`src/io_ctrl_pkg.sv`:
```
`default_nettype none

package io_ctrl_pkg;

    // Bus widths shared by Wishbone and the internal memory port
    localparam int BUS_AW = 32;
    localparam int BUS_DW = 32;

    // Register map, byte offsets inside the 256-byte window
    localparam logic [7:0] XFER_OFS   = 8'h00;  // Transfer start / busy
    localparam logic [7:0] PWR_OFS    = 8'h04;  // Power control word
    localparam logic [7:0] IODATA_OFS = 8'h08;  // GPIO data, all pads in one word
    localparam logic [7:0] IOCFG_OFS  = 8'h20;  // Pad 0 config, pad i at +4*i

    // Pad configuration at reset
    localparam logic [BUS_DW-1:0] CFG_BIDIR_DEFAULT = 32'h0000_1803;  // Bidirectional pad
    localparam logic [BUS_DW-1:0] CFG_INPUT_DEFAULT = 32'h0000_0403;  // Plain input pad

    // Pads 0 and 1 carry JTAG and SDO, so they come up bidirectional
    function automatic logic [BUS_DW-1:0] cfg_default(int pad);
        logic [BUS_DW-1:0] word;
        word = (pad < 2) ? CFG_BIDIR_DEFAULT : CFG_INPUT_DEFAULT;
        return word;
    endfunction

endpackage

`default_nettype wire

```
`src/serial_cfg_pkg.sv`:
```
`default_nettype none

package serial_cfg_pkg;

    // Serial loader states
    typedef enum logic [1:0] {
        LD_IDLE,
        LD_START,   // Fetch next pad word
        LD_SHIFT,   // Clock bits out, MSB first
        LD_LOAD     // Strobe the chain into the shadow registers
    } loader_state_e;

    // Bit positions inside a pad configuration word
    localparam int CFG_OEB_BIT     = 1;
    localparam int CFG_INP_DIS_BIT = 3;

    // Width of a pad index, never below one bit
    function automatic int pad_idx_w(int num_pads);
        int w;
        w = (num_pads > 1) ? $clog2(num_pads) : 1;
        return w;
    endfunction

endpackage

`default_nettype wire

```
`src/iomem_if.sv`:
```
`timescale 1ns/1ps
`default_nettype none

interface iomem_if import io_ctrl_pkg::*; ();

    logic [BUS_AW-1:0] addr;
    logic              valid;   // Held until ready
    logic [1:0]        wstrb;   // Only bit 0 enables a register write
    logic [BUS_DW-1:0] wdata;
    logic [BUS_DW-1:0] rdata;   // Valid together with ready
    logic              ready;   // One-cycle pulse

    modport master (
        output addr, valid, wstrb, wdata,
        input  rdata, ready
    );

    modport slave (
        input  addr, valid, wstrb, wdata,
        output rdata, ready
    );

endinterface

`default_nettype wire

```
`src/loader_if.sv`:
```
`timescale 1ns/1ps
`default_nettype none

interface loader_if import serial_cfg_pkg::*; #(
    parameter int NUM_PADS = 8,
    parameter int CFG_BITS = 13
) ();

    logic                           start;     // One-cycle request from the register file
    logic                           busy;
    logic [pad_idx_w(NUM_PADS)-1:0] pad_sel;   // Pad whose word the loader wants
    logic [CFG_BITS-1:0]            pad_word;  // Returned combinationally

    modport ctrl   (output start, pad_word, input busy, pad_sel);
    modport loader (input start, pad_word, output busy, pad_sel);

endinterface

`default_nettype wire

```
`src/io_ctrl_regs.sv`:
```
`timescale 1ns/1ps
`default_nettype none

module io_ctrl_regs import io_ctrl_pkg::*, serial_cfg_pkg::*; #(
    parameter logic [BUS_AW-1:0] BASE_ADR = 32'h2300_0000,
    parameter int                NUM_PADS = 8,
    parameter int                CFG_BITS = 13,
    parameter int                PWR_PADS = 4
) (
    input  logic                clk,
    input  logic                resetn,
    iomem_if.slave              mem,
    loader_if.ctrl              ld,
    input  logic [NUM_PADS-1:0] mgmt_gpio_in_i,
    output logic [NUM_PADS-1:0] mgmt_gpio_out_o,
    output logic [NUM_PADS-1:0] mgmt_gpio_oeb_o,
    output logic [PWR_PADS-1:0] pwr_ctrl_o,
    output logic                jtag_oenb_state_o,
    output logic                sdo_oenb_state_o
);

    logic [CFG_BITS-1:0] io_cfg [NUM_PADS];  // One word per pad
    logic [NUM_PADS-1:0] gpio_out_q;
    logic [PWR_PADS-1:0] pwr_q;
    logic [BUS_DW-1:0]   rdata_pre;
    logic [7:0]          ofs;
    logic                hit;
    logic                acc;
    logic                wr_en;

    assign ofs   = mem.addr[7:0];
    assign hit   = (mem.addr[BUS_AW-1:8] == BASE_ADR[BUS_AW-1:8]);
    assign acc   = mem.valid & ~mem.ready;   // First cycle of an access
    assign wr_en = acc & hit & mem.wstrb[0]; // Byte writes are ignored

    // Read mux, zero for unmapped offsets
    always_comb begin
        rdata_pre = '0;
        case (ofs)
            XFER_OFS:   rdata_pre = BUS_DW'(ld.busy);
            PWR_OFS:    rdata_pre = BUS_DW'(pwr_q);
            IODATA_OFS: rdata_pre = BUS_DW'(mgmt_gpio_in_i);
            default:    ;
        endcase
        for (int i = 0; i < NUM_PADS; i++) begin
            if (ofs == IOCFG_OFS + 8'(4 * i)) begin
                rdata_pre = BUS_DW'(io_cfg[i]);
            end
        end
    end

    // Every access is acked, also outside the window
    always_ff @(posedge clk or negedge resetn) begin
        if (!resetn) begin
            mem.ready <= 1'b0;
            ld.start  <= 1'b0;
        end else begin
            mem.ready <= acc;
            ld.start  <= wr_en & (ofs == XFER_OFS) & mem.wdata[0];  // Self-clearing
        end
    end

    always_ff @(posedge clk) begin
        if (acc) begin
            mem.rdata <= hit ? rdata_pre : '0;
        end
    end

    always_ff @(posedge clk or negedge resetn) begin
        if (!resetn) begin
            pwr_q      <= '0;
            gpio_out_q <= '0;
        end else if (wr_en) begin
            if (ofs == PWR_OFS) begin
                pwr_q <= mem.wdata[PWR_PADS-1:0];
            end
            if (ofs == IODATA_OFS) begin
                gpio_out_q <= mem.wdata[NUM_PADS-1:0];
            end
        end
    end

    // Pad configuration words
    always_ff @(posedge clk or negedge resetn) begin
        if (!resetn) begin
            for (int i = 0; i < NUM_PADS; i++) begin
                io_cfg[i] <= CFG_BITS'(cfg_default(i));
            end
        end else if (wr_en) begin
            for (int i = 0; i < NUM_PADS; i++) begin
                if (ofs == IOCFG_OFS + 8'(4 * i)) begin
                    io_cfg[i] <= mem.wdata[CFG_BITS-1:0];
                end
            end
        end
    end

    assign ld.pad_word = io_cfg[ld.pad_sel];  // Loader fetch port

    for (genvar i = 0; i < NUM_PADS; i++) begin : g_oeb
        // Input disabled means the management side drives the pad
        assign mgmt_gpio_oeb_o[i] = ~io_cfg[i][CFG_INP_DIS_BIT];
    end

    assign mgmt_gpio_out_o = gpio_out_q;
    assign pwr_ctrl_o      = pwr_q;

    // Tell the core when JTAG or SDO pads have been turned into outputs
    assign jtag_oenb_state_o = io_cfg[0][CFG_OEB_BIT];
    assign sdo_oenb_state_o  = io_cfg[1][CFG_OEB_BIT];

endmodule

`default_nettype wire

```
`src/io_ctrl_top.sv`:
```
`timescale 1ns/1ps
`default_nettype none

module io_ctrl_top import io_ctrl_pkg::*; #(
    parameter logic [BUS_AW-1:0] BASE_ADR = 32'h2300_0000,
    parameter int                NUM_PADS = 8,   // Up to 32
    parameter int                CFG_BITS = 13,
    parameter int                PWR_PADS = 4
) (
    input  logic                         clk,
    input  logic                         resetn,
    input  logic [BUS_AW-1:0]            wb_adr_i,
    input  logic [BUS_DW-1:0]            wb_dat_i,
    input  logic [3:0]                   wb_sel_i,
    input  logic                         wb_cyc_i,
    input  logic                         wb_stb_i,
    input  logic                         wb_we_i,
    output logic [BUS_DW-1:0]            wb_dat_o,
    output logic                         wb_ack_o,
    input  logic [NUM_PADS-1:0]          mgmt_gpio_in_i,
    output logic [NUM_PADS-1:0]          mgmt_gpio_out_o,
    output logic [NUM_PADS-1:0]          mgmt_gpio_oeb_o,
    output logic [PWR_PADS-1:0]          pwr_ctrl_o,
    output logic                         jtag_oenb_state_o,
    output logic                         sdo_oenb_state_o,
    output logic [NUM_PADS*CFG_BITS-1:0] pad_cfg_o
);

    logic serial_clock;
    logic serial_data;
    logic serial_load;

    iomem_if mem_bus ();
    loader_if #(.NUM_PADS(NUM_PADS), .CFG_BITS(CFG_BITS)) ld_bus ();

    io_ctrl_wb u_wb (
        .clk      (clk),
        .resetn   (resetn),
        .wb_adr_i (wb_adr_i),
        .wb_dat_i (wb_dat_i),
        .wb_sel_i (wb_sel_i),
        .wb_cyc_i (wb_cyc_i),
        .wb_stb_i (wb_stb_i),
        .wb_we_i  (wb_we_i),
        .wb_dat_o (wb_dat_o),
        .wb_ack_o (wb_ack_o),
        .mem      (mem_bus.master)
    );

    io_ctrl_regs #(
        .BASE_ADR (BASE_ADR),
        .NUM_PADS (NUM_PADS),
        .CFG_BITS (CFG_BITS),
        .PWR_PADS (PWR_PADS)
    ) u_regs (
        .clk               (clk),
        .resetn            (resetn),
        .mem               (mem_bus.slave),
        .ld                (ld_bus.ctrl),
        .mgmt_gpio_in_i    (mgmt_gpio_in_i),
        .mgmt_gpio_out_o   (mgmt_gpio_out_o),
        .mgmt_gpio_oeb_o   (mgmt_gpio_oeb_o),
        .pwr_ctrl_o        (pwr_ctrl_o),
        .jtag_oenb_state_o (jtag_oenb_state_o),
        .sdo_oenb_state_o  (sdo_oenb_state_o)
    );

    io_serial_loader #(
        .NUM_PADS (NUM_PADS),
        .CFG_BITS (CFG_BITS)
    ) u_loader (
        .clk            (clk),
        .resetn         (resetn),
        .ld             (ld_bus.loader),
        .serial_clock_o (serial_clock),
        .serial_data_o  (serial_data),
        .serial_load_o  (serial_load)
    );

    // Pad-side model of the configuration shift chain
    pad_config_chain #(
        .NUM_PADS (NUM_PADS),
        .CFG_BITS (CFG_BITS)
    ) u_chain (
        .clk            (clk),
        .resetn         (resetn),
        .serial_clock_i (serial_clock),
        .serial_data_i  (serial_data),
        .serial_load_i  (serial_load),
        .pad_cfg_o      (pad_cfg_o)
    );

endmodule

`default_nettype wire

```
`src/io_ctrl_wb.sv`:
```
`timescale 1ns/1ps
`default_nettype none

module io_ctrl_wb import io_ctrl_pkg::*; (
    input  logic              clk,
    input  logic              resetn,
    input  logic [BUS_AW-1:0] wb_adr_i,
    input  logic [BUS_DW-1:0] wb_dat_i,
    input  logic [3:0]        wb_sel_i,
    input  logic              wb_cyc_i,
    input  logic              wb_stb_i,
    input  logic              wb_we_i,
    output logic [BUS_DW-1:0] wb_dat_o,
    output logic              wb_ack_o,
    iomem_if.master           mem
);

    logic ack_cyc;  // High while the ack of the last access is on the bus

    // A still-asserted stb in the ack cycle is the same access, not a new one
    assign mem.valid = wb_cyc_i & wb_stb_i & ~ack_cyc;
    assign mem.addr  = wb_adr_i;
    assign mem.wdata = wb_dat_i;
    assign mem.wstrb = wb_sel_i[1:0] & {2{wb_we_i}};  // Upper lanes never write

    assign wb_dat_o = mem.rdata;
    assign wb_ack_o = mem.ready;

    always_ff @(posedge clk or negedge resetn) begin
        if (!resetn) begin
            ack_cyc <= 1'b0;
        end else begin
            ack_cyc <= mem.valid;
        end
    end

endmodule

`default_nettype wire

```
`src/io_serial_loader.sv`:
```
`timescale 1ns/1ps
`default_nettype none

module io_serial_loader import serial_cfg_pkg::*; #(
    parameter int NUM_PADS = 8,
    parameter int CFG_BITS = 13
) (
    input  logic     clk,
    input  logic     resetn,
    loader_if.loader ld,
    output logic     serial_clock_o,
    output logic     serial_data_o,
    output logic     serial_load_o
);

    localparam int PAD_W = pad_idx_w(NUM_PADS);
    localparam int BIT_W = (CFG_BITS > 4) ? $clog2(CFG_BITS) : 2;  // Also counts load steps

    loader_state_e       state;
    logic [PAD_W-1:0]    pad_cnt;
    logic [BIT_W-1:0]    bit_cnt;
    logic [CFG_BITS-1:0] stage;
    logic                last_bit;

    assign ld.busy       = (state != LD_IDLE);
    assign ld.pad_sel    = pad_cnt;
    assign serial_data_o = stage[CFG_BITS-1];  // MSB first
    assign last_bit      = (bit_cnt == BIT_W'(CFG_BITS - 1));

    always_ff @(posedge clk or negedge resetn) begin
        if (!resetn) begin
            state          <= LD_IDLE;
            pad_cnt        <= PAD_W'(NUM_PADS - 1);
            bit_cnt        <= '0;
            stage          <= '0;
            serial_clock_o <= 1'b0;
            serial_load_o  <= 1'b0;
        end else begin
            case (state)
                LD_IDLE: begin
                    serial_clock_o <= 1'b0;
                    pad_cnt        <= PAD_W'(NUM_PADS - 1);  // Highest pad goes first
                    if (ld.start) begin
                        state <= LD_START;
                    end
                end
                LD_START: begin
                    stage   <= ld.pad_word;
                    bit_cnt <= '0;
                    state   <= LD_SHIFT;
                end
                LD_SHIFT: begin
                    serial_clock_o <= ~serial_clock_o;
                    // End of a high phase, bit has been taken by the chain
                    if (serial_clock_o) begin
                        if (!last_bit) begin
                            bit_cnt <= bit_cnt + 1'b1;
                            stage   <= {stage[CFG_BITS-2:0], 1'b0};
                        end else if (pad_cnt == '0) begin
                            state          <= LD_LOAD;
                            bit_cnt        <= '0;
                            serial_clock_o <= 1'b1;  // Stay high, no extra shift edge
                        end else begin
                            pad_cnt <= pad_cnt - 1'b1;
                            state   <= LD_START;
                        end
                    end
                end
                LD_LOAD: begin
                    // Clock high for three cycles, strobe in the middle one
                    bit_cnt       <= bit_cnt + 1'b1;
                    serial_load_o <= (bit_cnt == BIT_W'(0));
                    if (bit_cnt == BIT_W'(2)) begin
                        serial_clock_o <= 1'b0;
                    end
                    if (bit_cnt == BIT_W'(3)) begin
                        state <= LD_IDLE;
                    end
                end
                default: state <= LD_IDLE;
            endcase
        end
    end

endmodule

`default_nettype wire

```
`src/pad_config_chain.sv`:
```
`timescale 1ns/1ps
`default_nettype none

module pad_config_chain import io_ctrl_pkg::*; #(
    parameter int NUM_PADS = 8,
    parameter int CFG_BITS = 13
) (
    input  logic                         clk,
    input  logic                         resetn,
    input  logic                         serial_clock_i,
    input  logic                         serial_data_i,
    input  logic                         serial_load_i,
    output logic [NUM_PADS*CFG_BITS-1:0] pad_cfg_o
);

    logic [NUM_PADS-1:0][CFG_BITS-1:0] stage;   // Shift stages
    logic [NUM_PADS-1:0][CFG_BITS-1:0] shadow;  // Active pad configuration
    logic [NUM_PADS-1:0]               link;    // Serial input of each stage
    logic                              sclk_q;
    logic                              load_q;
    logic                              sclk_rise;

    assign sclk_rise = serial_clock_i & ~sclk_q;
    assign link[0]   = serial_data_i;           // Chain enters at pad 0

    always_ff @(posedge clk or negedge resetn) begin
        if (!resetn) begin
            sclk_q <= 1'b0;
            load_q <= 1'b0;
        end else begin
            sclk_q <= serial_clock_i;
            load_q <= serial_load_i;
        end
    end

    for (genvar i = 1; i < NUM_PADS; i++) begin : g_link
        assign link[i] = stage[i-1][CFG_BITS-1];  // Overflow into the next pad up
    end

    for (genvar i = 0; i < NUM_PADS; i++) begin : g_pad
        always_ff @(posedge clk) begin
            if (sclk_rise) begin
                stage[i] <= {stage[i][CFG_BITS-2:0], link[i]};
            end
        end

        always_ff @(posedge clk or negedge resetn) begin
            if (!resetn) begin
                shadow[i] <= CFG_BITS'(cfg_default(i));
            end else if (load_q) begin
                shadow[i] <= stage[i];
            end
        end
    end

    assign pad_cfg_o = shadow;

endmodule

`default_nettype wire

```
`config.mk`:
```
export PLATFORM = sky130hd
export DESIGN_NAME = io_ctrl_top
export DESIGN_NICKNAME = d
export VERILOG_FILES = /design/src/io_ctrl_pkg.sv /design/src/serial_cfg_pkg.sv /design/src/iomem_if.sv /design/src/loader_if.sv /design/src/io_ctrl_regs.sv /design/src/io_ctrl_top.sv /design/src/io_ctrl_wb.sv /design/src/io_serial_loader.sv /design/src/pad_config_chain.sv
export SDC_FILE = /design/constraint.sdc
export NUM_CORES = 1
export LEC_CHECK = 0
export ABC_AREA = 1
export BUFFER_PORTS_ARGS = -buffer_cell sky130_fd_sc_hd__clkbuf_2
export CAP_MARGIN = 20
export CORE_AREA = 3 3 224 226
export CTS_BUF_LIST = sky130_fd_sc_hd__clkbuf_8
export DETAILED_ROUTE_END_ITERATION = 10
export DIE_AREA = 0 0 227 229
export HOLD_SLACK_MARGIN = 0.15
export PLACE_DENSITY = 0.57
export RECOVER_POWER = 100
export SKIP_CTS_REPAIR_TIMING = 1
export SYNTH_ARGS = -nofsm -noshare
export SYNTH_HDL_FRONTEND = slang
export SYNTH_HIERARCHICAL = 1
export SYNTH_SLANG_ARGS = --single-unit
```
`constraint.sdc`:
```
create_clock -name clk -period 6.01 [get_ports clk]
set_clock_uncertainty 0.05 [all_clocks]
set_input_delay 1.202 -clock clk [delete_from_list [all_inputs] [get_ports clk]]
set_output_delay 1.202 -clock clk [all_outputs]
set_load 0.01 [all_outputs]
```
==> results of run 1 <==
[final cells by class]
class                   count  area, µm²
diodes                      3       7.51
clock buffers              76       1050
clock inverters            39        241
fillers                  5017      30600
inverters                  91        343
multi-input cells        1109       4800
flip-flops and latches    366       9820
well taps                 622        778
repair buffers            210        925
[registers in the layout, indices dropped and copies added, names as in the netlist]
register and flops:
u_regs/pwr_ctrl_o 4, u_regs/sdo_oenb_state_o 1, u_regs/jtag_oenb_state_o 1, u_loader/serial_clock_o 1, u_wb/ack_cyc 1, u_chain/load_q 1
u_regs/io_cfg 102, u_loader/state 2, u_chain/sclk_q 1, u_chain/link 7, u_loader/stage 13, u_regs/mgmt_gpio_out_o 8
u_chain/pad_cfg_o 104, u_regs/mem.rdata 13, u_loader/serial_load_o 1, u_loader/bit_cnt 4, u_loader/ld.pad_sel 3, u_regs/ld.start 1
u_regs/mem.ready 1, u_chain/stage 97
[power by group]
part	leakage [nW]	internal [W]	switching [W]	total [W]
combinational	3.09	0.0000201	0.0000726	0.0000927
sequential	4.14	0.00257	0.00000105	0.00257
clock	0.724	0.00123	0.00103	0.00226
[stage by stage]
stage          total power [W]  hold WS [ns]  utilization, %  area (µm²)  setup slack, ns
2_1_floorplan          0.00268         0.304               -       16300            0.560
3_3_place_gp           0.00271         0.320            35.1       17000             2.45
3_5_place_dp           0.00271         0.322            35.1       17000             2.45
4_1_cts                0.00502         0.342            37.7       18300             3.08
5_1_grt                0.00514         0.353            37.0       17900             1.40
6_report               0.00492         0.335            37.0       18000             1.99
[worst max-delay path: stages]
cell      delay (ns)
clkbuf_1        0.08
nor2_1          0.18
nand3_1         0.24
nor2_1          1.19
nand3_1         1.11
o21ai_0         0.48
[layer usage]
metal / share of wire (%) / up-vias / track usage [%]
met5: 0.050 / - / 0
met4: 3.0 / 4 / 5.69
met3: 7.6 / 81 / 4.08
met2: 45 / 406 / 24.7
met1: 44 / 5752 / 21.2
li1: - / 5714 / -
[final timing paths]
check | to | slack (ns)
max in group asynchronous | u_regs/mem.ready$_DFF_PN0_ | 2.09
min in group asynchronous | u_chain/pad_cfg_o[45]$_DFFE_PN0P_ | 1.49
worst max-delay path | u_regs/io_cfg[47]$_DFFE_PN0P_ | 1.99
worst min-delay path | u_chain/load_q$_DFF_PN0_ | 0.33
worst min register to register | u_chain/load_q$_DFF_PN0_ | 0.33
worst max register to register | u_chain/stage[52]$_DFFE_PP_ | 2.27
==> impl_metrics.ini, run 1 <==
[status]
outcome = finished, violations left
violations = max-capacitance violations, max-slew violations

[worst_setup_path]
r2r_cells = 4
arrival_ns = 4.51
crit_start = wb_adr_i[7]
criticalPathCategory = input pin to flop
endpoint_kind = flop
crit_required_ns = 6.50
setup.worst_path.start_class = input pin
reg2reg_from = u_loader/serial_clock_o$_DFFE_PN0P_
path_max_fanout = 26

[sta]
worstMarginPinSlew_ns = 3.03
fin_crit_sh_pct = 66.9
max_freq_ghz = 0.249
hold_violations = 0
period_minus_slack_ns = 4.02
final-setup-viol-count = 0
drv_slew = 278
rsz0062_at_grt = false
tns_ns = 0
relSlewSlack_pct = -102

[placed_design]
place_congestion = 0.801
portBuffers = 198
post-dp-hpwl_um = 26900
placedCellCount = 2398

[drt]
drt_first_pass_iters = 5
drcViolationCount = 0
wl_um = 41700
drt-initial-drc-count = 925
vias = 12000
wire_per_inst_um = 16.6
via_per_inst = 4.75
ant_nets = 0

[clock_network]
cts_tree = built
cts_made_buffers = 61
cts.sinks = 366
htree_levels = 2
cts_buffer_depth = 3
clock_latency_ns = 0.66
path_clk_slew_ns = 0.06
root_buffer = clkbuf_8

[finish]
mostFrequentLayoutCells = nand2_1 (640), dfrtp_1 (193), o21ai_0 (172)
mostFrequentLayoutCell = nand2_1
fin_cells = 2516
drive_gt1_share_pct = 12.4
layout.nets = 1925
syn2layout_area_growth_pct = 10.5

[die]
io_pins = 240
die_area_mm2 = 0.0520
fp-row-count = 81
die_w_um = 227
die_h_um = 229
start_util_pct = 33.5
coreArea_mm2 = 0.0485

[synth]
synth.avg_cell_area_um2 = 9.45
synth_area_mm2 = 0.0162
yosysWarnings = 6
syn-instance-count = 1718

[power]
power_density_mw_per_mm2 = 274
leakage_nw = 7.96
worst_ir_drop_vdd_mv = 0.139

[worst_hold_path]
hold_path_class = flop to flop
min_from = u_loader/serial_load_o$_DFFE_PN0P_
holdPathStages = 0

[global_routing]
overflow = 0
grt_pass1_vias = 11600
track_usage_pct = 15.8
grt_pass1_wl_um = 64800
antenna_found_initial = 3
grt_max_degree = 118

[flow_run]
maxCapViolCount = 6
Power figures use the tool's default switching activity.
==> run 2, diff against run 1 <==
ABC_AREA = 0   (was 1)
CORE_AREA = 3 3 226 228   (was 3 3 224 226)
DIE_AREA = 0 0 229 231   (was 0 0 227 229)
PLACE_DENSITY = 0.58   (was 0.57)
clock period = 3.6 ns   (was 6.01 ns; I/O delays follow)
==> run 2 against run 1 <==
Net effect: the run still ends with max-capacitance violations, max-slew violations left; power grew 78%; synthesized area grew 1.5%; global-route usage shrank 0.70 points; critical path type unchanged; critical endpoint is now u_regs/io_cfg[51]$_DFFE_PN0P_; highest routed layer is now met4.
==> impl_metrics.ini, run 2 <==
[status]
outcome = finished, violations left
violations = max-capacitance violations, max-slew violations

[sta]
drv_slew = 37
max_freq_ghz = 0.329
worstMarginPinSlew_ns = 1.69
tns_ns = 0
rsz0062_at_grt = false
period_minus_slack_ns = 3.04
final-setup-viol-count = 0
relSlewSlack_pct = -12.7
hold_violations = 0
fin_crit_sh_pct = 84.4

[drt]
via_per_inst = 4.93
drt-initial-drc-count = 716
wire_per_inst_um = 20.0
vias = 9955
wl_um = 40400
drcViolationCount = 0
ant_nets = 0
drt_first_pass_iters = 5

[synth]
syn-instance-count = 1122
yosysWarnings = 6
synth_area_mm2 = 0.0165
synth.avg_cell_area_um2 = 14.7

[placed_design]
portBuffers = 198
place_congestion = 0.874
placedCellCount = 1894
post-dp-hpwl_um = 26400

[finish]
largest_reg_flops = 104
mostFrequentLayoutCell = dfrtp_1
regArea_mm2 = 0.00981
syn2layout_area_growth_pct = 13.5
layout.nets = 1386
drive_gt1_share_pct = 34.2
fin_cells = 2018
mostFrequentLayoutCells = dfrtp_1 (194), mux2_2 (172), clkbuf_1 (152)
multi_input_area_mm2 = 0.00530
nFillCells = 4873
n_antenna_cell = 0

[worst_setup_path]
reg2reg_from = u_wb/ack_cyc$_DFF_PN0_
endpoint_kind = flop
arrival_ns = 3.47
criticalPathCategory = input pin to flop
path_max_fanout = 10
setup.worst_path.start_class = input pin
r2r_cells = 7
r2r_slack_ns = 0.72
reg2reg_to = u_regs/io_cfg[57]$_DFFE_PN0P_
crit_required_ns = 4.03

[power]
power.clock.fraction_pct = 48.3
seq_power_share_pct = 49.0
internal_power_w = 0.00680
swShare_pct = 22.4
p_comb_share_pct = 2.7
worst_ir_drop_vdd_mv = 0.247
switchingPower_w = 0.00196
power_density_mw_per_mm2 = 468
leakage_nw = 7.83

[clock_network]
cts.sinks = 366
path_clk_slew_ns = 0.05
cts_buffer_depth = 3
cts_tree = built
cts_made_buffers = 67
htree_levels = 3
root_buffer = clkbuf_8
clock_latency_ns = 0.62

[worst_hold_path]
holdPathStages = 0
hold_end = u_chain/load_q$_DFF_PN0_
hold_path_class = flop to flop
min_from = u_loader/serial_load_o$_DFFE_PN0P_

[global_routing]
track_usage_pct = 15.1
antenna_found_initial = 0
grt_pass1_vias = 10100
grt_max_degree = 78
grt_pass1_wl_um = 61800
overflow = 0

[die]
start_util_pct = 33.6
io_pins = 240
fp-row-count = 81
die_area_mm2 = 0.0529
die_h_um = 231
die_w_um = 229
coreArea_mm2 = 0.0491

[flow_run]
maxCapViolCount = 1
==> run 2: cell type report <==
type | instances | area share [%]
clock buffers | 86 | 6.33
flip-flops and latches | 366 | 52.5
well taps | 664 | 4.44
clock inverters | 37 | 1.46
multi-input cells | 594 | 28.4
inverters | 19 | 0.381
repair buffers | 252 | 6.58
==> run 2: power groups by stage <==
stage                     Sequential, W  Clock, W  Combinational (W)
after floorplan                 0.00437         0           0.000165
after global placement          0.00437         0           0.000248
after detailed placement        0.00437         0           0.000251
after CTS                       0.00429   0.00438           0.000251
after global routing            0.00429   0.00458           0.000266
final                           0.00429   0.00423           0.000241
==> run 2: critical path: stages <==
cell	delay (ns)
clkbuf_2	0.08
nor4b_1	0.35
nand4_1	0.28
or2_0	0.39
clkbuf_1	0.27
nor3_1	0.27
clkbuf_1	0.69
mux2_2	0.41
==> run 2: metal layers <==
metal  vias up  GRT usage [%]  wire [µm]
li1       4375              -          -
met1      5114           21.0      18500
met2       390           22.6      18000
met3        76           4.64       2910
met4         0           4.76       1010
met5         -              0          0
==> run 2: how the worst max path moves through the flow <==
stage / start / end / slack (ns) / cells past startpoint
5_1_grt: wb_adr_i[20] / u_regs/io_cfg[45]$_DFFE_PN0P_ / 0.46 / 8
6_report: wb_adr_i[20] / u_regs/io_cfg[51]$_DFFE_PN0P_ / 0.56 / 8
3_5_place_dp: wb_adr_i[20] / u_regs/io_cfg[71]$_DFFE_PN0P_ / 0.45 / 8
3_3_place_gp: wb_adr_i[5] / u_regs/mem.rdata[2]$_SDFFCE_PP0P_ / 0.53 / 8
2_1_floorplan: wb_cyc_i / u_regs/io_cfg[100]$_DFFE_PN0P_ / 0.29 / 8
4_1_cts: u_loader/ld.pad_sel[0]$_DFFE_PN1P_ / u_loader/stage[6]$_DFFE_PN0P_ / 1.11 / 5
==> run 2: per-stage QoR <==
stage | utilization, % | area, µm² | setup WS [ns] | hold WS, ns | power, W
2_1_floorplan | - | 16600 | 0.287 | 0.304 | 0.00453
3_3_place_gp | 36.3 | 17800 | 0.533 | 0.319 | 0.00461
3_5_place_dp | 36.3 | 17800 | 0.447 | 0.333 | 0.00462
4_1_cts | 39.2 | 19200 | 1.11 | 0.0313 | 0.00893
5_1_grt | 38.1 | 18700 | 0.455 | 0.323 | 0.00913
6_report | 38.1 | 18700 | 0.563 | 0.335 | 0.00876
==> run 3, diff against run 2 <==
clock period = 2.69 ns   (was 3.6 ns; I/O delays follow)
==> run 3 against run 2 <==
Net effect: the run now ends clean; critical path depth rose by 2; final cell count is 1.2% higher; wire length shrank 0.31%; non-clock buffer count grew 19; flip-flop and latch count is the same; sequential power grew 34%; combinational power up 36%; global-route usage up 0.10 points; first-iteration DRC count down 7.1%; clock-buffer cell count decreased by 8.
==> impl_metrics.ini, run 3 (same netlist as run 2, synthesis figures left out) <==
[status]
outcome = complete, no violations

[finish]
mostFrequentLayoutCells = dfrtp_1 (193), mux2_2 (176), clkbuf_1 (155)
final_area_mm2 = 0.0188
fin_util_pct = 38.3
nFillCells = 4843
largest_reg_flops = 104
drive_gt1_share_pct = 34.7
syn2layout_area_growth_pct = 14.1
mostFrequentLayoutCell = dfrtp_1
layout.nets = 1407

[placed_design]
portBuffers = 198
pre_cts_slack_ns = -0.0674
placed_area_mm2 = 0.0179
post-dp-hpwl_um = 26800
place_congestion = 0.872

[drt]
vias = 9955
ant_nets = 0
via_per_inst = 4.88
wl_um = 40300
wire_per_inst_um = 19.7
drt_first_pass_iters = 5
drcViolationCount = 0
drt-initial-drc-count = 665

[global_routing]
track_usage_pct = 15.2
grt_pass1_vias = 10200
overflow = 0
antenna_found_initial = 2
grt_pass1_wl_um = 62400
grt_max_degree = 90

[sta]
max_freq_ghz = 0.406
setup_ws_ns = 0.230
fin_crit_sh_pct = 91.5
rsz0062_at_grt = false
final-setup-viol-count = 0
drv_slew = 0
hold_violations = 0
relSlewSlack_pct = 8.49
period_minus_slack_ns = 2.46
worstMarginPinSlew_ns = 1.37

[worst_hold_path]
min_from = wb_dat_i[11]
hold_end = u_regs/io_cfg[37]$_DFFE_PN0P_
hold_path_class = input pin to flop
holdPathStages = 2

[die]
fp-row-count = 81
die_h_um = 231
die_area_mm2 = 0.0529
start_util_pct = 33.6
coreArea_mm2 = 0.0491
io_pins = 240
die_w_um = 229

[clock_network]
path_clk_slew_ns = 0.06
cts_buffer_depth = 3
clock_latency_ns = 0.63
cts_tree = built
root_buffer = clkbuf_8
htree_levels = 3
cts_made_buffers = 69
cts.sinks = 366

[worst_setup_path]
cp.depth = 10
endpoint_kind = flop
crit_path_top_delay_cell = dlygate4sd3_1
cp_num_buf_inv = 4
r2r_slack_ns = 0.28
path_max_fanout = 7
reg2reg_from = u_loader/ld.pad_sel[0]$_DFFE_PN1P_
r2r_cells = 5
reg2reg_to = u_loader/stage[3]$_DFFE_PN0P_
cpPeakStageDelay_ns = 0.52
setup.worst_path.start_class = input pin
arrival_ns = 2.90
cp_top_family = buffers and inverters
criticalPathCategory = input pin to flop
crit_required_ns = 3.13
crit_chain = dlygate4sd3_1, clkbuf_2, and3b_1, nor2b_4, nand2_1, nor3_1, clkbuf_1, and3_1, buf_4, mux2_2

[power]
power_density_mw_per_mm2 = 617
worst_ir_drop_vdd_mv = 0.314
leakage_nw = 7.90

[flow_run]
maxCapViolCount = 0
-- run 3: changes by cell type in the layout (fill, tap and decap cells not counted), moves of 3 or more --
cell / change
buf_4: +11
clkbuf_8: -8
clkinv_1: +7
clkinv_2: +4
mux2_2: +4
clkbuf_1: +3
mux2_1: -3
-- run 3: layer usage --
| layer | share of wire [%] | global-route usage (%) | vias up |
|---|---|---|---|
| met5 | 0 | 0 | - |
| met1 | 46 | 20.7 | 5093 |
| li1 | - | - | 4411 |
| met4 | 2.5 | 5.10 | 0 |
| met2 | 45 | 23.2 | 378 |
| met3 | 6.4 | 4.58 | 73 |
-- run 3: worst max path at each step --
stage	from	to	slack, ns
floorplan	wb_cyc_i	u_regs/io_cfg[100]$_DFFE_PN0P_	0.09
global placement	wb_adr_i[20]	u_regs/mem.rdata[2]$_SDFFCE_PP0P_	-0.07
detailed placement	wb_adr_i[20]	u_regs/io_cfg[97]$_DFFE_PN0P_	-0.07
CTS	u_loader/ld.pad_sel[0]$_DFFE_PN1P_	u_loader/stage[3]$_DFFE_PN0P_	0.40
global route	resetn	u_regs/io_cfg[6]$_DFFE_PN0P_	0.16
finish	wb_stb_i	u_regs/io_cfg[97]$_DFFE_PN0P_	0.23
-- run 3: area by class of cell --
cell class / count / area [µm²] / share of cell area (%)
sequential: 366 / 9820 / 52.2
multi-input combinational: 594 / 5300 / 28.2
timing repair buffer: 271 / 1370 / 7.28
clock buffer: 78 / 1070 / 5.71
tap: 664 / 831 / 4.42
clock inverter: 48 / 343 / 1.82
inverter: 19 / 71.3 / 0.379
antenna: 2 / 5.00 / 0.0266
-- run 3: metrics by stage --
stage                     total power (W)  hold slack (ns)  std cells  setup TNS [ns]
final                              0.0116            0.240       2042               0
after global placement            0.00618            0.314       1911          -0.285
after CTS                          0.0118           -0.259       2037               0
after floorplan                   0.00607            0.192       1140               0
after detailed placement          0.00618            0.315       1911          -0.959
after global routing               0.0121            0.195       2041               0
-- run 3: report_power, final --
| part | internal (W) | switching (W) |
|---|---|---|
| sequential | 0.00574 | 0.00000347 |
| combinational | 0.0000936 | 0.000234 |
| clock | 0.00315 | 0.00237 |
-- run 3: worst register-to-register path: cells and delay by family, from the launching register on --
| family | cells | cell delay (ns) |
|---|---|---|
| DFF | 1 | 0.76 |
| buffers and inverters | 1 | 0.28 |
| muxes | 2 | 0.69 |
| AOI/OAI and AO/OA | 2 | 0.57 |
